`config.mk`:
```
export PLATFORM = sky130hd
export DESIGN_NAME = operand_skew
export DESIGN_NICKNAME = d
export VERILOG_FILES = /design/src/design/rsa_pkg.sv /design/src/design/operand_skew.sv
export SDC_FILE = /design/constraint.sdc
export NUM_CORES = 1
export LEC_CHECK = 0
export BUFFER_PORTS_ARGS = -buffer_cell sky130_fd_sc_hd__buf_4
export CORE_MARGIN = 1.5
export CORE_UTILIZATION = 50
export CTS_CLUSTER_SIZE = 14
export DETAILED_ROUTE_END_ITERATION = 8
export PLACE_DENSITY_LB_ADDON = 0.2
export SYNTH_ARGS = -nofsm -noshare
export SYNTH_HDL_FRONTEND = slang
export SYNTH_SLANG_ARGS = --single-unit
```
`constraint.sdc`:
```
create_clock -name clk -period 0.8 [get_ports clk]
set_input_delay 0.08 -clock clk [delete_from_list [all_inputs] [get_ports clk]]
set_output_delay 0.08 -clock clk [all_outputs]
set_load 0.01 [all_outputs]
```
`src/design/rsa_pkg.sv`:
```
// rsa compute core package
// sizes, bank map and shared types
package rsa_pkg;

  // data word width
  localparam int RSA_DW = 16;

  // array geometry, rows by columns
  localparam int X = 4;
  localparam int Y = 4;
  // one bank lane per array row
  localparam int L = X;
  // inner dimension of A times B
  localparam int N_K = 4;

  // 64 words per lane
  localparam int TB_AW = 6;

  typedef logic [RSA_DW-1:0] data_t;
  typedef logic [TB_AW-1:0]  addr_t;
  typedef logic [1:0]        lane_t;

  // stage operation
  typedef enum logic {
    OP_MUL = 1'b0,
    OP_MAC = 1'b1
  } op_e;

  // operand and result areas in every lane
  localparam addr_t A_BASE = 6'd0;
  localparam addr_t B_BASE = 6'd8;
  localparam addr_t M_BASE = 6'd16;
  localparam addr_t C_BASE = 6'd24;

  // one drain shift per array column
  localparam int DRAIN_LEN = Y;
  // wait after the last feed read until PE(X-1,Y-1) takes its last product
  localparam int FLUSH_LEN = X + Y;

endpackage

```
`src/design/operand_skew.sv`:
```
// operand skew feed
// lane i arrives i cycles after lane 0
module operand_skew #(
  parameter int LANES = rsa_pkg::X
) (
  input  logic           clk,
  input  logic           i_arst_n,
  input  logic           i_en,
  input  rsa_pkg::data_t i_lane_data [LANES],
  output rsa_pkg::data_t o_lane_data [LANES]
);

  for (genvar i = 0; i < LANES; i++) begin : g_lane
    // stage 0 captures the bank word, stages 1..i only delay
    rsa_pkg::data_t pipe [i+1];

    always_ff @(posedge clk or negedge i_arst_n) begin
      if (!i_arst_n) begin
        for (int j = 0; j <= i; j++) begin
          pipe[j] <= '0;
        end
      end else begin
        // zero outside the feed window keeps idle products at zero
        if (i_en) begin
          pipe[0] <= i_lane_data[i];
        end else begin
          pipe[0] <= '0;
        end
        for (int j = 1; j <= i; j++) begin
          pipe[j] <= pipe[j-1];
        end
      end
    end

    // latency 1 + i
    assign o_lane_data[i] = pipe[i];
  end

endmodule

```
==> metrics.txt <==
# TYPE chip_impl_metric gauge
chip_impl_info{name="status",value="finished, violations left"} 1
chip_impl_info{name="violated_checks",value="negative setup slack"} 1
chip_impl_metric{name="top_level_ports",unit=""} 131
chip_impl_metric{name="floorplan.initialDensity",unit="%"} 52.3
chip_impl_metric{name="cts.htree.levels",unit=""} 4
chip_impl_metric{name="cts_setup_buffers",unit=""} 0
chip_impl_metric{name="fin_crit",unit="ns"} 1.14
chip_impl_metric{name="leakage",unit="nW"} 3.59
chip_impl_metric{name="layoutNonFillerInstCount",unit=""} 590
chip_impl_metric{name="core_area",unit="sq um"} 9330
chip_impl_metric{name="drt_drc_violations_left",unit=""} 0
chip_impl_metric{name="critical_path_peak_fanout",unit=""} 1
chip_impl_metric{name="max-vdd-ir-drop",unit="uV"} 1410
chip_impl_metric{name="synth.distinct_cells",unit=""} 4
chip_impl_metric{name="synth-seq-cells",unit=""} 160
chip_impl_metric{name="post-place-cells",unit=""} 494
chip_impl_metric{name="pin_count_of_the_biggest_net_entering_global_routing",unit=""} 65
chip_impl_metric{name="placedInstanceArea",unit="sq um"} 5750
chip_impl_metric{name="routedWlPerCell",unit="um"} 13.7
chip_impl_metric{name="numCtsBuffers",unit=""} 17
chip_impl_info{name="cp_top_family",value="flip-flops"} 1
chip_impl_metric{name="crit_arrival",unit="ns"} 1.06
chip_impl_metric{name="detail_route.vias_per_cell",unit=""} 4.24
chip_impl_metric{name="layout-area-overhead-vs-synth",unit="%"} 47.6
chip_impl_metric{name="final_cell_area",unit="sq um"} 7190
chip_impl_metric{name="mappedNetlistNets",unit=""} 345
chip_impl_metric{name="report.final.hold_viol_count",unit=""} 0
chip_impl_metric{name="vias",unit=""} 2503
chip_impl_metric{name="route.antenna.remaining_nets",unit=""} 0
chip_impl_metric{name="finClkSkew",unit="ns"} 0.00743
chip_impl_metric{name="final-setup-viol-count",unit=""} 64
chip_impl_info{name="root_buffer",value="clkbuf_8"} 1
chip_impl_metric{name="post-route-period-util",unit="%"} 142
chip_impl_metric{name="timing.critical_path.buf_inv",unit=""} 1
chip_impl_metric{name="port_buffers",unit=""} 130
chip_impl_metric{name="finalNetCount",unit=""} 516
chip_impl_metric{name="vertical_die_dimension",unit="um"} 102
chip_impl_metric{name="detailed_place_hpwl",unit="um"} 4530
chip_impl_metric{name="drt_pass1_iterations",unit=""} 4
chip_impl_info{name="setup.worst_path.start_class",value="flip-flop"} 1
chip_impl_info{name="holdCritPathClass",value="input port to async pin"} 1
chip_impl_metric{name="tns",unit="ns"} -18.71
chip_impl_metric{name="die_width",unit="um"} 102
chip_impl_info{name="tritoncts",value="yes"} 1
chip_impl_metric{name="drt_wl_total",unit="um"} 8060
chip_impl_metric{name="fillerInstances",unit=""} 536
chip_impl_info{name="rsz0062_at_grt",value="yes"} 1
chip_impl_metric{name="antenna_found_initial",unit=""} 0
chip_impl_metric{name="gr-usage-all-layers",unit="%"} 17.5
chip_impl_metric{name="synth.yosys.seq_area_share",unit="%"} 82.1
chip_impl_metric{name="antenna_cells",unit=""} 0
chip_impl_metric{name="critical_path_required",unit="ns"} 0.72
chip_impl_metric{name="synthesis.area",unit="sq um"} 4870
chip_impl_metric{name="cap_viol_max_count",unit=""} 0
chip_impl_metric{name="grt_residual_overflow",unit=""} 0
chip_impl_info{name="slowest_stage",value="dfrtp_1"} 1
chip_impl_metric{name="vias_in_the_first_global_route",unit=""} 2742
chip_impl_metric{name="gate_count_post_synth",unit=""} 278
chip_impl_info{name="crit_path_end_kind",value="output pin"} 1
chip_impl_metric{name="clock_sink_count",unit=""} 160
chip_impl_metric{name="floorplan.die_area",unit="sq um"} 10400
chip_impl_metric{name="place_congestion",unit=""} 0.651
chip_impl_metric{name="cts.clk_slew.worst_paths",unit="ns"} 0.07
chip_impl_metric{name="worstSkewPairLatency",unit="ns"} 0.52
chip_impl_metric{name="max_freq",unit="MHz"} 880
chip_impl_info{name="timing.critical_path.cells",value="buf_6"} 1
chip_impl_metric{name="global_route_wire_length_before_repair",unit="um"} 13000
chip_impl_metric{name="rows",unit=""} 35
chip_impl_metric{name="finalWorstSetupSlack",unit="ns"} -0.336
chip_impl_info{name="setup.worst_path.class",value="flip-flop to output pin"} 1
chip_impl_metric{name="slowest_stage_delay_on_critical_path",unit="ns"} 0.40
chip_impl_metric{name="slew_headroom",unit="%"} 68.1
chip_impl_metric{name="drt-initial-drc-count",unit=""} 17
chip_impl_metric{name="ys.warnings.count",unit=""} 0
chip_impl_metric{name="worst_pin_slew",unit="ns"} 0.478
chip_impl_metric{name="power.density_cell_area",unit="nW/um^2"} 2430
chip_impl_metric{name="avgSynthCellArea",unit="sq um"} 17.5
chip_impl_metric{name="clock_tree.buffer_depth",unit=""} 2
chip_impl_metric{name="post_route_cells_drive_above_1_share",unit="%"} 51.2
chip_impl_metric{name="final_count_of_pins_violating_max_slew",unit=""} 0
chip_impl_metric{name="dp_worst_setup_slack",unit="ns"} -0.0241
-- area by class of cell --
type | count | area (sq um) | area share (%)
tap | 129 | 161 | 2.24
timing repair buffer | 206 | 1990 | 27.7
sequential | 160 | 4000 | 55.7
multi-input combinational | 64 | 480 | 6.68
clock inverter | 13 | 129 | 1.79
clock buffer | 18 | 428 | 5.95
-- per-stage QoR --
step / power [W] / util [%] / hold WS, ns
2_1_floorplan: 0.00916 / - / -0.216
3_3_place_gp: 0.00971 / 61.6 / -0.00393
3_5_place_dp: 0.00977 / 61.6 / -0.00124
4_1_cts: 0.0176 / 77.1 / 0.0103
5_1_grt: 0.0182 / 77.1 / 0.0345
6_report: 0.0175 / 77.1 / 0.0396
-- path summary, 6_finish.rpt --
| path | cells past startpoint | startpoint | end | slack, ns |
|---|---|---|---|---|
| max | 1 | g_lane[0].pipe[11]$_DFF_PN0_ | o_lane_data[59] | -0.34 |
| max reg2reg | 0 | g_lane[2].pipe[44]$_DFF_PN0_ | g_lane[2].pipe[28]$_DFF_PN0_ | 0.31 |
| max in group asynchronous | 3 | i_arst_n | g_lane[2].pipe[26]$_DFF_PN0_ | 0.28 |
| min in group clk | 2 | i_en | g_lane[0].pipe[13]$_DFF_PN0_ | 0.10 |
| min | 2 | i_arst_n | g_lane[0].pipe[13]$_DFF_PN0_ | 0.04 |
| min reg2reg | 0 | g_lane[3].pipe[38]$_DFF_PN0_ | g_lane[3].pipe[22]$_DFF_PN0_ | 0.34 |
-- layout by cell type (no fill, tap or decap), drive strengths merged --
master	count
and2	64
buf	141
clkinv	3
dfrtp	160
inv	5
bufinv	1
clkbuf	18
clkinvlp	4
dlygate4sd3	65
-- cell usage after synthesis --
| library cell | instances | area [sq um] |
|---|---|---|
| clkbuf_2 | 6 | 30.0 |
| and2_2 | 64 | 480 |
| buf_4 | 48 | 360 |
| dfrtp_1 | 160 | 4000 |
-- flip-flops by register name (all words and copies together) (netlist names) --
name / cells
g_lane.pipe: 112
o_lane_data: 48
-- report_power, final --
group	switching, W	leakage, nW	total [W]	internal (W)
combinational	0.000487	1.26	0.00136	0.000872
sequential	0.000141	2.06	0.00864	0.00850
clock	0.00321	0.263	0.00746	0.00425
total	0.00384	3.59	0.0175	0.0136
-- timing repair --
| item | 4_1_cts | 5_1_grt |
|---|---|---|
| hold endpoints to repair | 224 | 0 |
| gates resized for setup | 64 | 0 |
| hold buffers | 65 | 0 |
| setup endpoints to repair | 64 | 64 |
-- cells by family (layout without fill, tap and decap cells) --
family | Yosys count | in the layout | share of synthesized area, %
buffers and inverters | 54 | 237 | 8.01
flip-flops | 160 | 160 | 82.1
AND/OR/NAND/NOR | 64 | 64 | 9.86
-- layer usage --
layer	wire length (um)	share of wire [%]	up-vias	track usage, %
met4	206	2.6	0	8.55
met5	0	0	-	0
met2	4470	55	82	29.9
met3	432	5.4	21	7.18
li1	-	-	1142	-
met1	2950	37	1258	18.7
No activity file was read; power rests on OpenSTA's default activity.
