File: src/design/rsa_pkg.sv
// rsa compute core package
// sizes, bank map and shared types
package rsa_pkg;

  // data word width
  localparam int RSA_DW = 16;

  // array geometry, rows by columns
  localparam int X = 4;
  localparam int Y = 4;
  // one bank lane per array row
  localparam int L = X;
  // inner dimension of A times B
  localparam int N_K = 4;

  // 64 words per lane
  localparam int TB_AW = 6;

  typedef logic [RSA_DW-1:0] data_t;
  typedef logic [TB_AW-1:0]  addr_t;
  typedef logic [1:0]        lane_t;

  // stage operation
  typedef enum logic {
    OP_MUL = 1'b0,
    OP_MAC = 1'b1
  } op_e;

  // operand and result areas in every lane
  localparam addr_t A_BASE = 6'd0;
  localparam addr_t B_BASE = 6'd8;
  localparam addr_t M_BASE = 6'd16;
  localparam addr_t C_BASE = 6'd24;

  // one drain shift per array column
  localparam int DRAIN_LEN = Y;
  // wait after the last feed read until PE(X-1,Y-1) takes its last product
  localparam int FLUSH_LEN = X + Y;

endpackage

File: src/design/pe_config.sv
// stage controller
// handshakes, host arbitration, bank sequencing
module pe_config (
  input  logic                   clk,
  input  logic                   i_arst_n,
  input  logic                   i_stage_val,
  output logic                   o_stage_rdy,
  input  rsa_pkg::op_e           i_stage_op,
  output logic                   o_cplt_val,
  input  logic                   i_cplt_rdy,
  input  logic                   i_host_wr,
  input  logic                   i_host_rd,
  input  rsa_pkg::lane_t         i_host_lane,
  input  rsa_pkg::addr_t         i_host_addr,
  output logic                   o_host_rval,
  output logic                   o_tb_ena,
  output logic [rsa_pkg::L-1:0]  o_tb_wea,
  output rsa_pkg::addr_t         o_tb_addra,
  output logic                   o_tb_enb,
  output logic [rsa_pkg::L-1:0]  o_tb_web,
  output rsa_pkg::addr_t         o_tb_addrb,
  output logic                   o_skew_en,
  output logic                   o_pe_clear,
  output logic                   o_pe_cal_en,
  output logic                   o_pe_drain,
  output logic                   o_m_add
);

  typedef enum logic [2:0] {
    S_IDLE,
    S_FEED,
    S_FLUSH,
    S_DRAIN,
    S_DONE
  } state_t;

  state_t       state_q;
  state_t       state_d;
  logic [3:0]   cnt_q;
  rsa_pkg::op_e op_q;
  logic         accept;
  logic         last_feed;
  logic         last_flush;
  logic         last_drain;

  assign o_stage_rdy = (state_q == S_IDLE);
  assign o_cplt_val  = (state_q == S_DONE);
  assign accept      = i_stage_val && o_stage_rdy;

  // cnt counts cycles inside the current state
  assign last_feed  = (cnt_q == 4'(rsa_pkg::N_K - 1));
  assign last_flush = (cnt_q == 4'(rsa_pkg::FLUSH_LEN - 1));
  // one extra cycle writes the last C column
  assign last_drain = (cnt_q == 4'(rsa_pkg::DRAIN_LEN));

  always_comb begin
    state_d = state_q;
    case (state_q)
      S_IDLE:  if (accept) state_d = S_FEED;
      S_FEED:  if (last_feed) state_d = S_FLUSH;
      S_FLUSH: if (last_flush) state_d = S_DRAIN;
      S_DRAIN: if (last_drain) state_d = S_DONE;
      // back-pressure holds here
      S_DONE:  if (i_cplt_rdy) state_d = S_IDLE;
      default: state_d = S_IDLE;
    endcase
  end

  always_ff @(posedge clk or negedge i_arst_n) begin
    if (!i_arst_n) begin
      state_q     <= S_IDLE;
      cnt_q       <= '0;
      op_q        <= rsa_pkg::OP_MUL;
      o_skew_en   <= 1'b0;
      o_host_rval <= 1'b0;
    end else begin
      state_q <= state_d;
      if (state_d != state_q) begin
        cnt_q <= '0;
      end else begin
        cnt_q <= cnt_q + 4'd1;
      end
      if (accept) begin
        op_q <= i_stage_op;
      end
      // feed words leave the bank one cycle after their address
      o_skew_en   <= (state_q == S_FEED);
      // host read data is out of the bank next cycle
      o_host_rval <= o_stage_rdy && i_host_rd;
    end
  end

  always_comb begin
    o_tb_ena    = 1'b0;
    o_tb_wea    = '0;
    o_tb_addra  = i_host_addr;
    o_tb_enb    = 1'b0;
    o_tb_web    = '0;
    o_tb_addrb  = rsa_pkg::C_BASE;
    o_pe_clear  = 1'b0;
    o_pe_cal_en = 1'b0;
    o_pe_drain  = 1'b0;
    o_m_add     = 1'b0;
    case (state_q)
      S_IDLE: begin
        // host owns port A
        o_tb_ena = i_host_wr || i_host_rd;
        for (int i = 0; i < rsa_pkg::L; i++) begin
          o_tb_wea[i] = i_host_wr && (i_host_lane == rsa_pkg::lane_t'(i));
        end
      end
      S_FEED: begin
        // A[r][k] on port A, B[k][c] on port B, all lanes
        o_tb_ena    = 1'b1;
        o_tb_enb    = 1'b1;
        o_tb_addra  = rsa_pkg::A_BASE + rsa_pkg::addr_t'(cnt_q);
        o_tb_addrb  = rsa_pkg::B_BASE + rsa_pkg::addr_t'(cnt_q);
        o_pe_clear  = (cnt_q == 4'd0);
        o_pe_cal_en = 1'b1;
      end
      S_FLUSH: begin
        // wavefront still crossing, skew zeroes fill behind it
        o_pe_cal_en = 1'b1;
        // first M column arrives with the first drain cycle
        if (last_flush) begin
          o_tb_ena   = 1'b1;
          o_tb_addra = rsa_pkg::M_BASE;
        end
      end
      S_DRAIN: begin
        if (cnt_q < 4'(rsa_pkg::DRAIN_LEN)) begin
          o_pe_drain = 1'b1;
          o_m_add    = (op_q == rsa_pkg::OP_MAC);
        end
        // M column c+1 read one cycle ahead of its use
        if (cnt_q < 4'(rsa_pkg::DRAIN_LEN - 1)) begin
          o_tb_ena   = 1'b1;
          o_tb_addra = rsa_pkg::M_BASE + rsa_pkg::addr_t'(cnt_q + 4'd1);
        end
        // C column c is in the adder register one cycle after its drain
        if (cnt_q != 4'd0) begin
          o_tb_enb   = 1'b1;
          o_tb_web   = '1;
          o_tb_addrb = rsa_pkg::C_BASE + rsa_pkg::addr_t'(cnt_q - 4'd1);
        end
      end
      default: begin
      end
    endcase
  end

endmodule

File: config.mk
export PLATFORM = sky130hd
export DESIGN_NAME = pe_config
export DESIGN_NICKNAME = d
export VERILOG_FILES = /design/src/design/rsa_pkg.sv /design/src/design/pe_config.sv
export SDC_FILE = /design/constraint.sdc
export NUM_CORES = 1
export LEC_CHECK = 0
export BUFFER_PORTS_ARGS = -buffer_cell sky130_fd_sc_hd__buf_2
export CORE_UTILIZATION = 30
export DETAILED_ROUTE_END_ITERATION = 10
export HOLD_SLACK_MARGIN = 0.03
export PLACE_DENSITY_LB_ADDON = 0.12
export SLEW_MARGIN = 5
export SYNTH_ARGS = -nofsm -noshare
export SYNTH_HDL_FRONTEND = slang
export SYNTH_SLANG_ARGS = --single-unit
export TNS_END_PERCENT = 50
File: constraint.sdc
create_clock -name clk -period 4 [get_ports clk]
set_input_delay 0.6 -clock clk [delete_from_list [all_inputs] [get_ports clk]]
set_output_delay 0.6 -clock clk [all_outputs]
set_load 0.05 [all_outputs]
==> run summary, run 1 <==
Post-DRT Antenna Nets: 0
GR met3 Demand/Resource: 4.91%
Area contributors post-synth: dfrtp_1 27%, ha_1 5.3%, nor3_1 3.7%, xnor2_1 3.7%, nand2_1 3.6%
Gp weighted congestion: 0.834
N_diodes: 0
Overall Global Routing Usage: 16.3%
Worst Path Arrival: 2.21 ns
Die Wd: 58.1 um
Pin count of the biggest net entering global routing: 21
Unrepaired setup endpoints after global routing: false
Setup-failing EPs final: 0
Area grow syn2layout: 25.1%
Design Area, Final: 1180 sq um
DRC Markers: 0
Max Freq: 355 MHz
Largest area contributor in the netlist: dfrtp_1
Most used DFF post-synth: dfrtp_1
Met2 usage: 24.1%
Post-DP HPWL: 1940 um
Worst setup EP type: output pin
Worst Max-Slew Pin Slew: 0.595 ns
Initial core utilization: 32.8%
Slew HR: 60.3%
DR vias/cell: 5.11
#FFs+latches synth: 10
CTS tree: done
Syn Nets: 133
Rows: 19
Vias post-DR: 986
Clock skew: 0.00303 ns
Reg clk slew, reported paths: 0.07 ns
First-pass GRT wire length: 4150 um
Maximum fanout along the worst path: 10
IO Port Bufs: 44
Post-CTS Setup Bufs: 0
Worst path required time: 3.40 ns
CTS max path bufs: 2
Post-synthesis average cell area: 8.28 sq um
Num Clock Sinks: 10
Commonest cells post-synth: 10 x dfrtp_1, 9 x nand2_1, 7 x nor2_1, 7 x nor3_1, 6 x inv_1
Worst hold path type: input pin to asynchronous set/reset pin
Ports: 45
Placed Area: 1140 sq um
Antenna violations before repair: 0
Die Y: 58.1 um
Drt total wl: 2480 um
Post_cts resized: 0
DRT iter0 DRCs: 46
CP startpoint kind: flop
Xor and xnor area share after synthesis: 3.71%
Largest family of logic cells by synthesized area: simple AND/OR/NAND/NOR gates
Routed WL per cell: 12.9 um
Later-pin clock latency in the skew report: 0.27 ns
Post-Synthesis Cells: 114
Share of the synthesized area in the top cell type: 26.5%
Post-synthesis adder-cell area fraction: 5.31%
Post-synth EDFFs: 0
Fin. max-slew vios: 0
Share of cells above drive strength 1: 35.1%
Cts hold-fix bufs: 0
Fin crit period: 2.81 ns
Die ar.: 3370 sq um
H-tree Lvls: 1
Cts bufs inserted: 3
Outcome: completed
Vias in the first global route: 865
CP Class: flop to output pin
Async S/R FF share, synth: 100%
Mux share of post-synthesis cell area: 1.19%
Core area: 2880 sq um
Simple-gate share of the synthesized area: 28.0%
Sequential share of the synthesized area: 26.5%
Count of final hold-check violations: 0
Grt ovf: 0
Period utilisation layout: 70.4%
Most Crowded Layer GR: met2
YS warnings: 0
Cell with the most instances after synthesis: dfrtp_1
Compound-cell area share of the yosys netlist: 24.8%
Synthesized area: 943 sq um
Nets: 171
Setup TNS: 0 ns
Initial DRT Pass Iterations: 4
Max-cap violations: 0
Root Driver: clkbuf_4
M1 GR Usage: 22.1%
Yosys cell types: 46
-- logic make-up after synthesis --
group | after synthesis
xor+xnor | 4
flops | 10
simple gates | 46
mux | 1
compound gates | 31
buf+inv | 18
fa+ha+maj | 4
-- per-stage QoR --
step                setup WS [ns]  util, %  std cells  hold WS (ns)
floorplan                   0.898        -        114         0.304
global placement             1.57     39.8        189         0.478
detailed placement           1.52     39.8        189         0.481
CTS                          1.21     41.0        193         0.183
global route                 1.06     41.0        193         0.185
finish                       1.19     41.0        193         0.174
-- cell type report --
| type | count | area [sq um] |
|---|---|---|
| Sequential cell | 10 | 250 |
| Tap cell | 42 | 52.6 |
| Multi-Input combinational cell | 86 | 594 |
| Fill cell | 314 | 1700 |
| Timing Repair Buffer | 44 | 220 |
| Inverter | 7 | 26.3 |
| Clock buffer | 4 | 36.3 |
-- worst paths after layout --
check	from	to	slack (ns)	cells past startpoint
min	i_arst_n	state_q[1]	0.17	1
min in group clk	op_q	op_q	0.51	1
min reg2reg	op_q	op_q	0.51	1
max in group asynchronous	i_arst_n	o_skew_en	3.63	1
max reg2reg	cnt_q[0]	cnt_q[0]	2.24	4
max	cnt_q[0]	o_tb_addra[1]	1.19	5
-- per-layer routing --
layer  wire (um)  up-vias
met5           0        -
met2        1160       27
li1            -      485
met1        1180      469
met4          34        0
met3         107        5
-- placed cells by master (no fill, tap or decap), types with 3 or more instances in the layout --
master and n:
nor2_1 7, nor3_1 7, nand2_1 9, clkbuf_4 3, xnor2_1 4, buf_2 44, nand2b_1 3, o22ai_1 3
dfrtp_1 10, ha_1 4, and2_1 4, inv_1 6, a21oi_1 4, o21ai_0 5
-- critical path: stages, from the launching register on --
cell and delay, ns:
dfrtp_1 0.43, ha_1 0.41, and4b_1 0.34, o22ai_1 0.15
a221o_1 0.40, buf_2 0.22
-- registers in the layout, summed over array words and instances (netlist names) --
name         flops
cnt_q            4
o_host_rval      1
o_skew_en        1
op_q             1
state_q          3
Power of run 1 is not shown: default switching activity piles up to over one toggle a cycle in this logic, so the estimate is an artifact.
==> run 2, diff against run 1 <==
==> constraint.sdc (replaced) <==
create_clock -name clk -period 2.8 [get_ports clk]
set_input_delay 0.42 -clock clk [delete_from_list [all_inputs] [get_ports clk]]
set_output_delay 0.42 -clock clk [all_outputs]
set_load 0.05 [all_outputs]
==> run summary, run 2 (synthesis gave the netlist of run 1 again) <==
Ports: 45
Reg clk slew, reported paths: 0.07 ns
Initial DRT Pass Iterations: 4
First-pass GRT wire length: 4190 um
Area grow syn2layout: 26.9%
Count of final hold-check violations: 0
Max FFs per register: 4
Root Driver: clkbuf_4
Worst setup EP type: output pin
Fillers: 300
Gp weighted congestion: 0.785
DR vias/cell: 5.05
Later-pin clock latency in the skew report: 0.27 ns
Worst path required time: 2.38 ns
N_diodes: 0
Pre-CTS setup slack: 0.537 ns
IO Port Bufs: 44
Antenna violations before repair: 0
DRT iter0 DRCs: 41
Die ar.: 3370 sq um
Multi-input gate area: 594 sq um
CTS max path bufs: 2
Core Util, Final: 41.6%
Period utilisation layout: 92.9%
Max-cap violations: 0
End point of the critical path: o_tb_addra[1]
Nets: 173
CTS tree: done
Drt total wl: 2470 um
Reg-to-reg slack, setup: 1.05 ns
H-tree Lvls: 1
CP startpoint kind: flop
Setup-failing EPs final: 0
Slew HR: 65.4%
Rows: 19
Fin crit period: 2.60 ns
RR Endpoint: cnt_q[1]
Setup TNS: 0 ns
Vias in the first global route: 925
Most frequent cells in the layout: 44 x buf_2, 10 x dfrtp_1, 9 x nand2_1
Post-DRT Antenna Nets: 0
Worst hold path type: input pin to flop
Post-DP HPWL: 1890 um
R2R depth: 4
DRC Markers: 0
Unrepaired setup endpoints after global routing: false
Outcome: completed
Worst Path Arrival: 2.18 ns
Num Clock Sinks: 10
Vias post-DR: 985
CP Class: flop to output pin
Overall Global Routing Usage: 16.2%
Crit. Startpoint: cnt_q[0]
Max Freq: 385 MHz
Pin count of the biggest net entering global routing: 19
Fin. max-slew vios: 0
Clock skew: 0.00476 ns
Cts bufs inserted: 3
Regs by FF count: cnt_q (4), state_q (3)
Maximum fanout along the worst path: 10
Final setup margin: 0.199 ns
Initial core utilization: 32.8%
Commonest non-fill, non-tap cell in the layout: buf_2
Die Wd: 58.1 um
Post-CTS Setup Bufs: 0
Grt ovf: 0
Final Instance Count excl. Fillers: 195
Worst flop-to-flop path startpoint: cnt_q[0]
Largest Register: cnt_q
Die Y: 58.1 um
Worst Max-Slew Pin Slew: 0.519 ns
Reg area: 250 sq um
Core area: 2880 sq um
Share of cells above drive strength 1: 35.3%
Routed WL per cell: 12.6 um
Cell total after placement: 190
run 2: changes by cell type in the layout (fill, tap and decap cells not counted):
cell,delta
dlygate4sd3_1,+1
buf_4,+1
run 2: worst min path at each step:
stage / startpoint / to / slack [ns] / cells after the start
6_report: i_host_rd / o_host_rval / 0.37 / 2
5_1_grt: i_host_rd / o_host_rval / 0.36 / 2
4_1_cts: i_host_rd / o_host_rval / 0.37 / 2
3_5_place_dp: i_arst_n / state_q[1] / 0.30 / 1
3_3_place_gp: i_arst_n / state_q[1] / 0.30 / 1
2_1_floorplan: i_arst_n / cnt_q[0] / 0.12 / 0
run 2: through the flow:
stage | hold slack [ns] | area (sq um)
after floorplan | 0.124 | 943
after global placement | 0.302 | 1150
after detailed placement | 0.298 | 1150
after CTS | 0.368 | 1200
after global routing | 0.357 | 1200
final | 0.372 | 1200
run 2: metal layers:
layer	global-route usage [%]	wire length, um
met1	21.3	1080
met2	25.8	1230
met3	4.69	135
met4	4.42	16
met5	0	0
run 2: what timing repair did:
item,in CTS,in global routing
endpoints found under the hold margin,10,0
resized for setup,0,0
hold buffers,1,0
run 2: cell type report:
type,instances,area share (%)
Timing Repair Buffer,46,19.9
Clock buffer,4,3.03
Inverter,7,2.19
Tap cell,42,4.39
Multi-Input combinational cell,86,49.6
Sequential cell,10,20.9
run 2: worst max-delay path, stage by stage (launching register included):
cell	delay (ns)
dfrtp_1	0.44
ha_1	0.38
and4b_1	0.33
o22ai_1	0.15
a221o_1	0.38
buf_2	0.21
Power of run 2 is left out for the same reason.
==> run 3, diff against run 2 <==
--- a/config.mk
+++ b/config.mk
@@ -6,6 +6,7 @@
 export NUM_CORES = 1
 export LEC_CHECK = 0
 export BUFFER_PORTS_ARGS = -buffer_cell sky130_fd_sc_hd__buf_2
+export CORE_ASPECT_RATIO = 1.1
 export CORE_UTILIZATION = 30
 export DETAILED_ROUTE_END_ITERATION = 10
 export HOLD_SLACK_MARGIN = 0.03
==> run summary, run 3 (synthesis gave the netlist of run 1 again) <==
Outcome: completed
Most frequent cells in the layout: 44 x buf_2, 10 x dfrtp_1, 9 x nand2_1
Root Driver: clkbuf_4
CP startpoint kind: flop
Initial core utilization: 32.8%
Period utilisation layout: 92.8%
RR Endpoint: cnt_q[2]
Count of final hold-check violations: 0
Commonest non-fill, non-tap cell in the layout: buf_2
H-tree Lvls: 1
Reg clk slew, reported paths: 0.06 ns
Area grow syn2layout: 24.3%
Worst Hold End: o_host_rval
Core area: 2880 sq um
Fin crit period: 2.60 ns
Rows: 20
Post-CTS Setup Bufs: 0
Antenna violations before repair: 0
Drt total wl: 2560 um
Routed WL per cell: 13.8 um
Ports: 45
Nets: 173
Unrepaired setup endpoints after global routing: false
Worst hold path type: input pin to flop
CTS tree: done
Worst setup EP type: output pin
Max-cap violations: 0
Max FFs per register: 4
Setup TNS: 0 ns
Share of cells above drive strength 1: 34.9%
DR vias/cell: 5.32
Die Y: 60.8 um
Vias post-DR: 985
Die Wd: 55.5 um
Gp weighted congestion: 0.826
CTS max path bufs: 2
DRC Markers: 0
Grt ovf: 0
Worst flop-to-flop path startpoint: cnt_q[0]
DRT iter0 DRCs: 19
Regs by FF count: cnt_q (4), state_q (3)
Maximum fanout along the worst path: 10
N_diodes: 0
Die ar.: 3370 sq um
Num Clock Sinks: 10
Initial DRT Pass Iterations: 6
First-pass GRT wire length: 4220 um
Post-DP HPWL: 1980 um
Setup-failing EPs final: 0
IO Port Bufs: 44
Slew HR: 64.4%
WHS Path Cells: 2
Post-DRT Antenna Nets: 0
Largest Register: cnt_q
Worst Max-Slew Pin Slew: 0.534 ns
Clock skew: 0.00502 ns
Worst path required time: 2.38 ns
Cts bufs inserted: 3
CP Class: flop to output pin
Reg-to-reg slack, setup: 1.06 ns
Hold path start: i_host_rd
Later-pin clock latency in the skew report: 0.26 ns
Overall Global Routing Usage: 16.1%
Max Freq: 385 MHz
Vias in the first global route: 866
R2R depth: 4
Worst Path Arrival: 2.18 ns
Fin. max-slew vios: 0
Hold_ws: 0.382 ns
Pin count of the biggest net entering global routing: 19
run 3: cell types whose count changed in the layout (fill, tap and decap cells not counted), sizes merged:
cell,delta
clkbuf,-1
run 3: worst max-delay path, cell delays in order, from the launching register on:
cell and delay [ns]:
dfrtp_1 0.44, ha_1 0.39, and4b_1 0.34, o22ai_1 0.17
a221o_1 0.38, buf_2 0.21
run 3: what timing repair did:
action / in CTS / in global routing
gates resized for setup: 0 / 0
hold buffers: 1 / 0
hold endpoints to repair: 10 / 0
run 3: metrics by stage:
stage	util, %	instance area [sq um]	instances	worst slack (ns)
2_1_floorplan	-	943	114	-0.122
3_3_place_gp	39.6	1140	181	0.590
3_5_place_dp	39.6	1140	181	0.492
4_1_cts	40.7	1170	185	0.209
5_1_grt	40.7	1170	185	0.0386
6_report	40.7	1170	185	0.203
run 3: how the worst max path moves through the flow:
| stage | depth (start not counted) | startpoint | slack (ns) | to |
|---|---|---|---|---|
| floorplan | 4 | state_q[0] | -0.12 | o_tb_wea[0] |
| global placement | 5 | cnt_q[0] | 0.59 | o_tb_addra[0] |
| detailed placement | 5 | cnt_q[0] | 0.49 | o_tb_addra[0] |
| CTS | 5 | cnt_q[0] | 0.21 | o_tb_addra[0] |
| global route | 5 | cnt_q[0] | 0.04 | o_tb_addra[0] |
| finish | 5 | cnt_q[0] | 0.20 | o_tb_addra[0] |
run 3: routing by layer:
| metal | routed length (um) | vias up | track usage (%) |
|---|---|---|---|
| li1 | - | 488 | - |
| met1 | 1120 | 462 | 18.9 |
| met2 | 1290 | 33 | 28.9 |
| met3 | 143 | 2 | 4.90 |
| met4 | 10 | 0 | 4.29 |
| met5 | 0 | - | 0 |
run 3: layout make-up:
cell class | count | area (sq um)
multi-input cells | 86 | 594
repair buffers | 46 | 238
flip-flops and latches | 10 | 250
clock buffers | 3 | 22.5
fillers | 306 | 1710
well taps | 33 | 41.3
inverters | 7 | 26.3
Power of run 3 is left out for the same reason.
